$ cat src/hdl/fetch_consts.svh
`ifndef FETCH_CONSTS_SVH
`define FETCH_CONSTS_SVH

// First instruction fetched out of reset.
`define FETCH_RESET_PC 32'hAAAAA000

// 64-bit memory beats per 256-bit cache line.
`define LINE_BEATS 4

// Direct-mapped sets in the instruction cache.
`define CACHE_SETS 16

// Entries in the instruction queue.
`define QUEUE_DEPTH 32

`endif

$ cat src/hdl/fetch_pkg.sv
`include "fetch_consts.svh"

package fetch_pkg;

    typedef logic [31:0] addr_t;                  // Byte address.
    typedef logic [31:0] word_t;                  // One instruction.
    typedef logic [63:0] beat_t;                  // One memory beat.
    typedef logic [`LINE_BEATS*64-1:0] line_t;    // One cache line.

    // A finished burst with its line-aligned address.
    typedef struct packed {
        addr_t addr;
        line_t data;
    } line_fill_t;

    typedef struct packed {
        addr_t pc;
        word_t word;
    } instr_t;

    typedef enum logic [1:0] {
        CS_IDLE,
        CS_LOOKUP,
        CS_REQ,
        CS_WAIT
    } cache_state_e;

endpackage : fetch_pkg

$ cat src/hdl/fetch.sv
`timescale 1ns/1ps
`include "fetch_consts.svh"

module fetch (
    input  logic                clk,
    input  logic                reset_i,

    input  logic                redirect_i,
    input  fetch_pkg::addr_t    redirect_pc_i,

    output logic                req_o,
    output fetch_pkg::addr_t    req_addr_o,
    input  logic                resp_i,
    input  fetch_pkg::line_t    line_i,

    output logic                enq_o,
    output fetch_pkg::instr_t   data_o,
    input  logic                full_i
);

    localparam int ADDR_BITS   = $bits(fetch_pkg::addr_t);
    localparam int WORD_BITS   = $bits(fetch_pkg::word_t);
    localparam int LINE_BITS   = $bits(fetch_pkg::line_t);
    localparam int OFFSET_BITS = $clog2(LINE_BITS / 8);
    localparam int SEL_BITS    = $clog2(LINE_BITS / WORD_BITS);
    localparam int TAG_BITS    = ADDR_BITS - OFFSET_BITS;

    fetch_pkg::addr_t    pc_q;
    fetch_pkg::line_t    buf_line_q;
    logic [TAG_BITS-1:0] buf_tag_q;
    logic                buf_valid_q;
    logic                pending_q;
    logic                discard_q;     // Outstanding response belongs to an old pc.

    logic                buf_hit;
    logic [SEL_BITS-1:0] word_sel;

    assign buf_hit  = buf_valid_q && (buf_tag_q == pc_q[ADDR_BITS-1:OFFSET_BITS]);
    assign word_sel = pc_q[2 +: SEL_BITS];

    assign enq_o       = buf_hit && !full_i && !redirect_i;
    assign req_o       = !buf_hit && !pending_q && !redirect_i;
    assign req_addr_o  = pc_q;
    assign data_o.pc   = pc_q;
    assign data_o.word = buf_line_q[word_sel * WORD_BITS +: WORD_BITS];

    always_ff @(posedge clk) begin
        if (reset_i) begin
            pc_q        <= `FETCH_RESET_PC;
            buf_valid_q <= 1'b0;
            pending_q   <= 1'b0;
            discard_q   <= 1'b0;
        end else if (redirect_i) begin
            pc_q        <= redirect_pc_i;
            buf_valid_q <= 1'b0;
            discard_q   <= pending_q && !resp_i;
            if (resp_i) begin
                pending_q <= 1'b0;          // Late response is dropped.
            end
        end else begin
            if (req_o) begin
                pending_q <= 1'b1;
            end
            if (resp_i) begin
                pending_q <= 1'b0;
                discard_q <= 1'b0;
                if (!discard_q) begin
                    buf_valid_q <= 1'b1;
                end
            end
            if (enq_o) begin
                pc_q <= pc_q + 32'd4;
            end
        end
    end

    // Pc is frozen while a request is pending, so it names the returned line.
    always_ff @(posedge clk) begin
        if (resp_i && !discard_q && !redirect_i) begin
            buf_line_q <= line_i;
            buf_tag_q  <= pc_q[ADDR_BITS-1:OFFSET_BITS];
        end
    end

endmodule : fetch

$ cat config.mk
export PLATFORM = sky130hd
export DESIGN_NAME = fetch
export DESIGN_NICKNAME = d
export VERILOG_FILES = /design/src/hdl/fetch_pkg.sv /design/src/hdl/fetch.sv
export VERILOG_INCLUDE_DIRS = /design/src /design/src/hdl
export SDC_FILE = /design/constraint.sdc
export NUM_CORES = 1
export LEC_CHECK = 0
export ABC_AREA = 0
export ABC_CLOCK_PERIOD_IN_PS = 14820
export BUFFER_PORTS_ARGS = -buffer_cell sky130_fd_sc_hd__clkbuf_2
export CELL_PAD_IN_SITES_DETAIL_PLACEMENT = 1
export CELL_PAD_IN_SITES_GLOBAL_PLACEMENT = 2
export CORE_MARGIN = 4
export CORE_UTILIZATION = 30
export DETAILED_ROUTE_END_ITERATION = 10
export MAX_ROUTING_LAYER = met4
export PLACE_DENSITY_LB_ADDON = 0.3
export SYNTH_ARGS = -nofsm -noshare
export SYNTH_HDL_FRONTEND = slang
export SYNTH_SLANG_ARGS = --single-unit
$ cat constraint.sdc
create_clock -name clk -period 14.82 [get_ports clk]
set_clock_uncertainty 0.15 [all_clocks]
set_input_delay 2.964 -clock clk [delete_from_list [all_inputs] [get_ports clk]]
set_output_delay 2.964 -clock clk [all_outputs]
set_load 0.02 [all_outputs]
Yosys cells after proc, flatten, opt, wreduce, memory -nomap -nowiden. Index checks and enable logic that the tools add are counted.

Bits in registers: 318. Input port bits: 293. Output and inout port bits: 98. Word-level logic and storage cells: 38.

Add/subtract/negate cells: 1. Equality and inequality tests: 2. Shift operators: 1. Mux-type cells: 7. Bitwise gates (word level): 1. Reduce and logical (&&, ||, !) cells: 20.

Operators by type and width (count): indexed part select 256 x 9 -> 32 bit (1); two-way mux 32 bit (2); adder 32 x 3 -> 32 bit (second input constant) (1); equality test 27 bit (1); logical AND 1 bit (8); logical NOT 1 bit (6); nonzero test 2 bit (3); two-way mux 1 bit (5); AND reduction 2 bit (2); != test 2 x 1 -> 1 bit (second input constant) (1); OR reduction 2 bit (1); inverter 1 bit (1).

Depth between registers and ports, before layout. Gate-level depths: netlist (run 1).

Word-level depth: 8. Gate-level depth with buffers: 8. Depth with buffers taken out: 6.

Least setup slack after synthesis (run 1). OpenSTA, ideal clock, no wires.

Kind: input port to flip-flop. Start point: in redirect_i. End point: reg buf_line_q[0] (enable). Setup time: 0.682 ns. Arrival: 10.080 ns. Path slack: 3.908 ns. Stages on the path: 4. Buffers on the path: 2. Cell sequence: inv_1 > clkbuf_1 > clkbuf_1 > and3_1.

Cells in the longest elaborated chain, start to end: 2.

Ends and longest elaborated chain: start, declared (line fetch.sv:8) `input logic redirect_i,`; logical NOT 1 bit (line fetch.sv:79) `if (resp_i && !discard_q && !redirect_i) begin`; logical AND 1 bit (line fetch.sv:79); end signal, assigned (line fetch.sv:80) `buf_line_q <= line_i;`; end, declared (line fetch.sv:29) `fetch_pkg::line_t buf_line_q;`.

No other way between the ends. A chain may end at the register's enable or synchronous reset.

Worst setup path after layout (run 1).
Start point: in full_i. End point: out enq_o.

Cells in the longest elaborated chain, start to end: 3.

Ends and longest elaborated chain: start, declared (line fetch.sv:18) `input logic full_i`; logical NOT 1 bit (line fetch.sv:41) `assign enq_o = buf_hit && !full_i && !redirect_i;`; logical AND 1 bit (2 in a row) (line fetch.sv:41); end, declared (line fetch.sv:16) `output logic enq_o,`.

No other way between the ends.

==> impl_summary.txt, run 1 <==
----------------------------------------------------
[Run status]
  Result of the run ... complete, no violations

[Critical path]
  CP Launch Type ... primary input
  Reg-to-reg endpoint ... req_addr_o[21]
  Data arrival time of the worst path ... 4.40 ns
  R2r startpoint ... req_addr_o[4]
  Setup slack of the worst register-to-register path ... roughly 12 ns
  R2r worst-path depth ... 6
  Critical path required time ... 11.71 ns
  CP max FO ... 7
  Endpoint class of the critical path ... primary output
  Kind of critical path ... primary input to primary output

[Routing]
  DRC errors left ... 0
  Number of nets still failing antenna checks after routing ... 0
  Iteration-0 DRC Markers ... 449
  Drt wl/cell ... 22.46 um
  Via-to-Cell Ratio ... ~4.7
  First-pass iteration count of the detailed router ... 4
  Via Count ... 8176
  Post-detailed-routing wire length ... 39.05 mm

[Clock network]
  Clock tree from TritonCTS ... yes
  Clock latency at the later pin of the worst-skew pair ... 0.53 ns
  Total CTS buffers ... 38
  Largest buffer count on any clock path ... 3
  Reg clk slew, reported paths ... 0.05 ns
  Number of gates resized after CTS ... 0
  Setup Fix Bufs, Post-CTS ... 0
  CTS Root Buffer Type ... sky130_fd_sc_hd__clkbuf_16
  Deepest level of the CTS H-tree ... 2
  Number of clock sinks seen by CTS ... around 320
  Number of buffers added to fix hold violations after cts ... 0

[Placed design]
  RePlAce Congestion ... 0.7868
  Detailed Place HPWL ... 28.05 mm
  Worst slack at placement ... 7.281 ns
  Number of buffers added on ports ... 390

[Yosys]
  Warnings from Yosys ... 0
  Area share of the largest cell type after synthesis ... roughly 65%
  Post-Synthesis Cell Area ... between 0.01 and 0.015 sq mm
  Total of flip-flops plus latches after synthesis ... 318
  Synth cell types ... 47
  Net count of the mapped netlist ... 1035
  Cell type with the highest aggregate area in the netlist ... sky130_fd_sc_hd__edfxtp_1
  Post-Synthesis Mean Instance Area ... about 18 sq um
  Sequential element share of the synthesized area ... 70.33%
  Top cells by area, synth ... sky130_fd_sc_hd__edfxtp_1 (65%), sky130_fd_sc_hd__mux4_2 (11%), sky130_fd_sc_hd__dfxtp_1 (5.4%), sky130_fd_sc_hd__mux2_2 (2.8%), sky130_fd_sc_hd__buf_4 (1.9%)
  Gate count after technology mapping ... 741

[Timing]
  TNS Setup ... 0 ns
  Fin crit share ... 50.70%
  Final Max Slew Viols ... 0
  Post-layout minimum cycle time ... approximately 7.5 ns
  Worst Tran Pin Value ... 1.013 ns
  Final worst-path setup slack ... 7.306 ns
  Final setup viols ... 0
  Final Hold Fails ... 0
  Unrepaired setup endpoints after global routing ... false
  Slew Limit Headroom ... 32.45%
  Fmax ... 133.1 MHz

[Power and ir drop]
  Power density normalized to cell area ... 126.4 mW/mm^2
  Total power ... 2.098 mW
  Leak Pwr ... 6.126 nW
  Peak supply drop ... 0.0001009 V

[Finish]
  Reg area ... 0.009208 sq mm
  Filler Cell Count ... 4488
  Commonest non-fill, non-tap cell in the layout ... sky130_fd_sc_hd__clkbuf_2
  Multi-input gate area in the final layout ... between 0.003 and 0.004 sq mm
  Number of nets in the layout ... 1404
  Layout cells sized above 1 ... between 40% and 50%
  Layout overhead on the synthesized area ... 26.96%
  Most used cells in the layout excluding fill and tap cells ... sky130_fd_sc_hd__clkbuf_2 (390), sky130_fd_sc_hd__edfxtp_1 (283), sky130_fd_sc_hd__mux4_2 (64), sky130_fd_sc_hd__clkbuf_16 (38)

[Global routing]
  First-pass GRT wire length ... 57.55 mm
  Number of global-route vias before repair ... between 9000 and 10000
  Combined global-route utilization of all metal layers ... 16.90%
  Largest net degree at the start of global routing ... around 180
  Number of antenna violations at the first check in global routing ... 19
  Gr ovfl total ... 0

[Floorplanning]
  Die Ht ... around 220 um
  Die area ... between 0.04 and 0.05 sq mm
  Area of the core region ... 0.04308 sq mm
  Initial cell density of the core ... 30.36%
  Die W ... 216.8 um
  Standard-cell row count ... 76
  # IOs ... around 400

[Min path]
  Number of stages on the worst hold path ... 2
  Hold Startpoint ... discard_q
  Worst hold path type ... flop to flop
  Worst hold endpoint ... discard_q

[Run]
  Number of violations of the max-capacitance limit ... 0

----------------------------------------------------
-- metal layers --
layer | vias to the layer above | global-route usage (%) | part of all wire (%)
li1 | 3756 | - | -
met1 | 4074 | 18.68 | 38
met2 | 295 | 27.51 | 49
met3 | 51 | 7.498 | 10
met4 | 0 | 5.569 | 2.5
met5 | - | - | 0
-- logic make-up after synthesis --
family | synth area share [%]
buffers and inverters | 3.262
and+or+nand+nor | 7.232
muxes | 14.08
adders and majority gates | 0.09564
xor gates and xnor gates | 1.808
AOI/OAI and AO/OA | 3.195
DFF | 70.33
-- state kept, by name, indices dropped and copies added (netlist names) --
register,count
buf_line_q,256
buf_tag_q,27
buf_valid_q,1
discard_q,1
pending_q,1
req_addr_o,32
-- area by class of cell --
| class | instances | share of cell area, % |
|---|---|---|
| sequential | 318 | 55.45 |
| multi-input combinational | 344 | 20.83 |
| timing repair buffer | 398 | 12.19 |
| clock buffer | 51 | 6.080 |
| tap | 585 | 4.408 |
| clock inverter | 14 | 0.5274 |
| antenna | 19 | 0.2863 |
| inverter | 10 | 0.2260 |
-- metrics by stage --
step | area [sq um] | cells | util (%) | hold WS [ns]
after floorplan | 13080 | 741 | - | 0.3450
after global placement | 15460 | 1655 | 35.89 | 0.3651
after detailed placement | 15460 | 1655 | 35.89 | 0.3736
after CTS | 16560 | 1720 | 38.44 | 0.3894
after global routing | 16610 | 1739 | 38.55 | 0.4176
final | 16610 | 1739 | 38.55 | 0.3885
-- cells in the mapped netlist (all sizes together) --
master	number
and4	10
nor2	23
edfxtp	283
mux2i	4
nor4bb	1
a31oi	6
dfxtp	35
buf	43
or3	5
o311a	3
nor4	8
xor2	5
a311oi	7
nand2	16
o211ai	2
nand4	20
and3	15
a211oi	8
clkbuf	26
nor2b	2
nor3b	2
a21oi	3
nor3	17
nand2b	10
o21ai	8
a31o	1
and3b	2
o31ai	8
a2111o	1
and2	2
a2111oi	4
o221ai	1
inv	10
o31a	2
ha	1
mux2	32
nand3	19
o2111ai	2
xnor2	22
or4	8
mux4	64
-- worst max-delay path, stage by stage --
cell,delay (ns)
sky130_fd_sc_hd__clkbuf_2,0.10
sky130_fd_sc_hd__nor4_2,0.84
sky130_fd_sc_hd__nand3_1,0.17
sky130_fd_sc_hd__nor2_1,0.14
sky130_fd_sc_hd__clkbuf_2,0.18
-- where the power goes --
group	leakage (nW)	switching (mW)	internal, mW
clock	0.529	0.361	0.478
combinational	2.66	0.109	0.0946
sequential	2.94	0.0319	1.02
total	6.13	0.501	1.60
-- how the worst max path moves through the flow --
stage	slack (ns)	to	cells after the start	start
2_1_floorplan	3.91	buf_line_q[0]	4	redirect_i
3_3_place_gp	7.34	enq_o	5	full_i
3_5_place_dp	7.28	enq_o	5	full_i
4_1_cts	7.28	enq_o	5	full_i
5_1_grt	7.23	enq_o	5	full_i
6_report	7.31	enq_o	5	full_i
Power figures use the tool's default switching activity.
==> run 2, diff against run 1 <==
--- a/config.mk
+++ b/config.mk
@@ -7,7 +7,7 @@
 export NUM_CORES = 1
 export LEC_CHECK = 0
 export ABC_AREA = 0
-export ABC_CLOCK_PERIOD_IN_PS = 14820
+export ABC_CLOCK_PERIOD_IN_PS = 7700
 export BUFFER_PORTS_ARGS = -buffer_cell sky130_fd_sc_hd__clkbuf_2
 export CELL_PAD_IN_SITES_DETAIL_PLACEMENT = 1
 export CELL_PAD_IN_SITES_GLOBAL_PLACEMENT = 2
==> constraint.sdc (replaced) <==
create_clock -name clk -period 7.7 [get_ports clk]
set_clock_uncertainty 0.15 [all_clocks]
set_input_delay 1.54 -clock clk [delete_from_list [all_inputs] [get_ports clk]]
set_output_delay 1.54 -clock clk [all_outputs]
set_load 0.02 [all_outputs]
==> run 2 against run 1 <==
Net effect:
- first-iteration DRC count down 1.6%
- hold slack worse by 0.0092 ns
- setup slack worse by 4.4 ns
- final cell count down 0.12%
- largest cell class unchanged
==> impl_summary.txt, run 2 (synthesized netlist as in run 1, its figures left out) <==
----------------------------------------------------
[Run status]
  Result of the run ... complete, no violations

[Timing]
  Final setup viols ... 0 (unchanged)
  Fmax ... 207.9 MHz
  TNS Setup ... 0 ns (unchanged)
  Post-layout minimum cycle time ... 4.810 ns
  Final Max Slew Viols ... 0 (unchanged)
  Fin crit share ... 62.47%
  Unrepaired setup endpoints after global routing ... false
  Final worst-path setup slack ... 2.890 ns (-4.415 ns)
  Final Hold Fails ... 0 (unchanged)
  Worst Tran Pin Value ... 1.060 ns (+0.04640 ns)
  Slew Limit Headroom ... 29.36% (-3.1 points)

[Power and ir drop]
  Proportion of power drawn by the clock network ... 40.2% (+0.2 points)
  Switch share ... 23.51% (-0.38 points)
  Combinational Power Share ... 9.6% (about the same)
  Total power ... 4.051 mW (+93%)
  Sequential Power Share ... 50.2% (about the same)
  Cell internal pwr ... 3.099 mW (+94%)
  Leak Pwr ... 6.131 nW (about the same)
  Psw ... 0.9525 mW (+90%)
  Power density normalized to cell area ... 244.0 mW/mm^2 (+93%)
  Peak supply drop ... 0.0001761 V (+75%)

[Finish]
  Layout overhead on the synthesized area ... 26.96% (unchanged)
  Filler Cell Count ... 4529 (+0.91%)
  Layout cells sized above 1 ... 48.20% (-0.35 points)
  Multi-input gate area in the final layout ... 0.003460 sq mm (unchanged)
  Most used cells in the layout excluding fill and tap cells ... sky130_fd_sc_hd__clkbuf_2 (390), sky130_fd_sc_hd__edfxtp_1 (283), sky130_fd_sc_hd__mux4_2 (64), sky130_fd_sc_hd__clkbuf_16 (38)
  Number of nets in the layout ... 1403 (-0.071%)
  Flip-flop count of the largest register, all copies and words added ... 256 (unchanged)
  Reg with most FFs ... buf_line_q
  Commonest non-fill, non-tap cell in the layout ... sky130_fd_sc_hd__clkbuf_2
  Reg area ... 0.009208 sq mm (unchanged)

[Global routing]
  GR met3 Demand/Resource ... 7.163% (-0.34 points)
  First-pass GRT wire length ... 56.38 mm (-2.0%)
  GRT Max-Usage Layer ... met2
  GR met2 Demand/Resource ... 27.17% (-0.35 points)
  Gr ovfl total ... 0 (unchanged)
  Global routing usage on met1 ... 18.63% (-0.047 points)
  Number of global-route vias before repair ... 8960 (-1.0%)
  Number of antenna violations at the first check in global routing ... 13 (-6)
  Combined global-route utilization of all metal layers ... 16.62% (-0.28 points)
  Largest net degree at the start of global routing ... 176 (-1.1%)

[Critical path]
  Critical path required time ... 6.01 ns (-5.70 ns)
  R2r startpoint ... req_addr_o[2]
  Endpoint class of the critical path ... primary output
  Path length in cells of the critical path ... 4 (-1)
  Kind of critical path ... flop to primary output
  Maximum single-stage delay on the critical path ... 1.00 ns (+0.16 ns)
  Reg-to-reg endpoint ... req_addr_o[22]
  CP Launch Type ... flop
  Worst Setup SP ... req_addr_o[2]
  Critical path destination ... data_o[4]
  Ordered cell list for the critical path ... buf_4 > mux4_2 > mux2_2 > clkbuf_2
  Buf+Inv Stages, Crit Path ... 2 (unchanged)
  CP max FO ... 48 (+41)
  Setup slack of the worst register-to-register path ... 4.09 ns (-7.45 ns)
  Dominant delay contributor by cell family on the critical path ... flip-flops
  Crit path max-delay cell type ... sky130_fd_sc_hd__dfxtp_4
  R2r worst-path depth ... 6 (unchanged)
  Data arrival time of the worst path ... 3.12 ns (-1.28 ns)

[Clock network]
  Total CTS buffers ... 37 (-2.6%)
  Setup Fix Bufs, Post-CTS ... 0 (unchanged)
  Clock tree from TritonCTS ... yes
  Clock latency at the later pin of the worst-skew pair ... 0.54 ns (about the same)
  Largest buffer count on any clock path ... 3 (unchanged)
  CTS Root Buffer Type ... sky130_fd_sc_hd__clkbuf_16
  Deepest level of the CTS H-tree ... 2 (unchanged)
  Number of clock sinks seen by CTS ... 318 (unchanged)
  Reg clk slew, reported paths ... 0.05 ns (about the same)
  Number of buffers added to fix hold violations after cts ... 0 (unchanged)
  Number of gates resized after CTS ... 0 (unchanged)

[Routing]
  Via Count ... 8104 (-0.88%)
  Via-to-Cell Ratio ... 4.666 (-0.77%)
  Number of nets still failing antenna checks after routing ... 0 (unchanged)
  First-pass iteration count of the detailed router ... 4 (unchanged)
  Post-detailed-routing wire length ... 38.56 mm (-1.3%)
  Iteration-0 DRC Markers ... 442 (-1.6%)
  DRC errors left ... 0 (unchanged)
  Drt wl/cell ... 22.20 um (-1.2%)

[Placed design]
  Number of buffers added on ports ... 390 (unchanged)
  Detailed Place HPWL ... 27.69 mm (-1.3%)
  RePlAce Congestion ... 0.7679 (-2.4%)
  Worst slack at placement ... 3.082 ns (-4.199 ns)

[Min path]
  Worst hold path type ... flop to flop

[Floorplanning]
  Die area ... 0.04700 sq mm (unchanged)
  Area of the core region ... 0.04308 sq mm (unchanged)
  Die Ht ... 216.8 um (unchanged)
  # IOs ... 391 (unchanged)
  Standard-cell row count ... 76 (unchanged)
  Initial cell density of the core ... 30.36% (unchanged)
  Die W ... 216.8 um (unchanged)

[Run]
  Number of violations of the max-capacitance limit ... 0 (unchanged)

----------------------------------------------------
run 2: how the worst min path moves through the flow:
stage	start	endpoint	slack (ns)	cells after the start
finish	pending_q	pending_q	0.38	2
global route	pending_q	pending_q	0.42	2
CTS	pending_q	pending_q	0.38	2
detailed placement	pending_q	pending_q	0.37	2
global placement	discard_q	discard_q	0.37	2
floorplan	pending_q	pending_q	0.34	2
run 2: cell type report:
type / count / share of cell area [%]
Sequential cell: 318 / 55.45
Tap cell: 585 / 4.408
Inverter: 10 / 0.2260
Multi-Input combinational cell: 344 / 20.83
Timing Repair Buffer: 398 / 12.19
Clock inverter: 13 / 0.5802
Clock buffer: 54 / 6.088
Antenna cell: 15 / 0.2260
run 2: metal layers:
| layer | up-vias | routed length (um) |
|---|---|---|
| met5 | - | 0 |
| met4 | 0 | 856 |
| met3 | 50 | 3865 |
| met2 | 300 | 19130 |
| met1 | 4014 | 14700 |
| li1 | 3740 | - |
run 2: power by group through the flow:
stage | clock [mW] | sequential [mW] | combinational (mW)
after detailed placement | 0 | 2.07 | 0.397
after floorplan | 0 | 2.06 | 0.237
after global placement | 0 | 2.07 | 0.394
final | 1.63 | 2.03 | 0.390
after CTS | 1.69 | 2.04 | 0.399
after global routing | 1.76 | 2.04 | 0.423
run 2: worst min-delay path, delay by kind of cell (launching register included):
| family | cells | cell delay (ns) |
|---|---|---|
| AOI/OAI and AO/OA | 1 | 0.11 |
| DFF | 1 | 0.32 |
| and+or+nand+nor | 1 | 0.05 |
run 2: through the flow:
| step | hold WS (ns) | instances | utilization, % | cell area (sq um) |
|---|---|---|---|---|
| 6_report | 0.3794 | 1737 | 38.55 | 16610 |
| 5_1_grt | 0.4191 | 1735 | 38.54 | 16600 |
| 4_1_cts | 0.3839 | 1722 | 38.46 | 16570 |
| 3_5_place_dp | 0.3712 | 1655 | 35.89 | 15460 |
| 3_3_place_gp | 0.3695 | 1655 | 35.89 | 15460 |
| 2_1_floorplan | 0.3450 | 741 | - | 13080 |
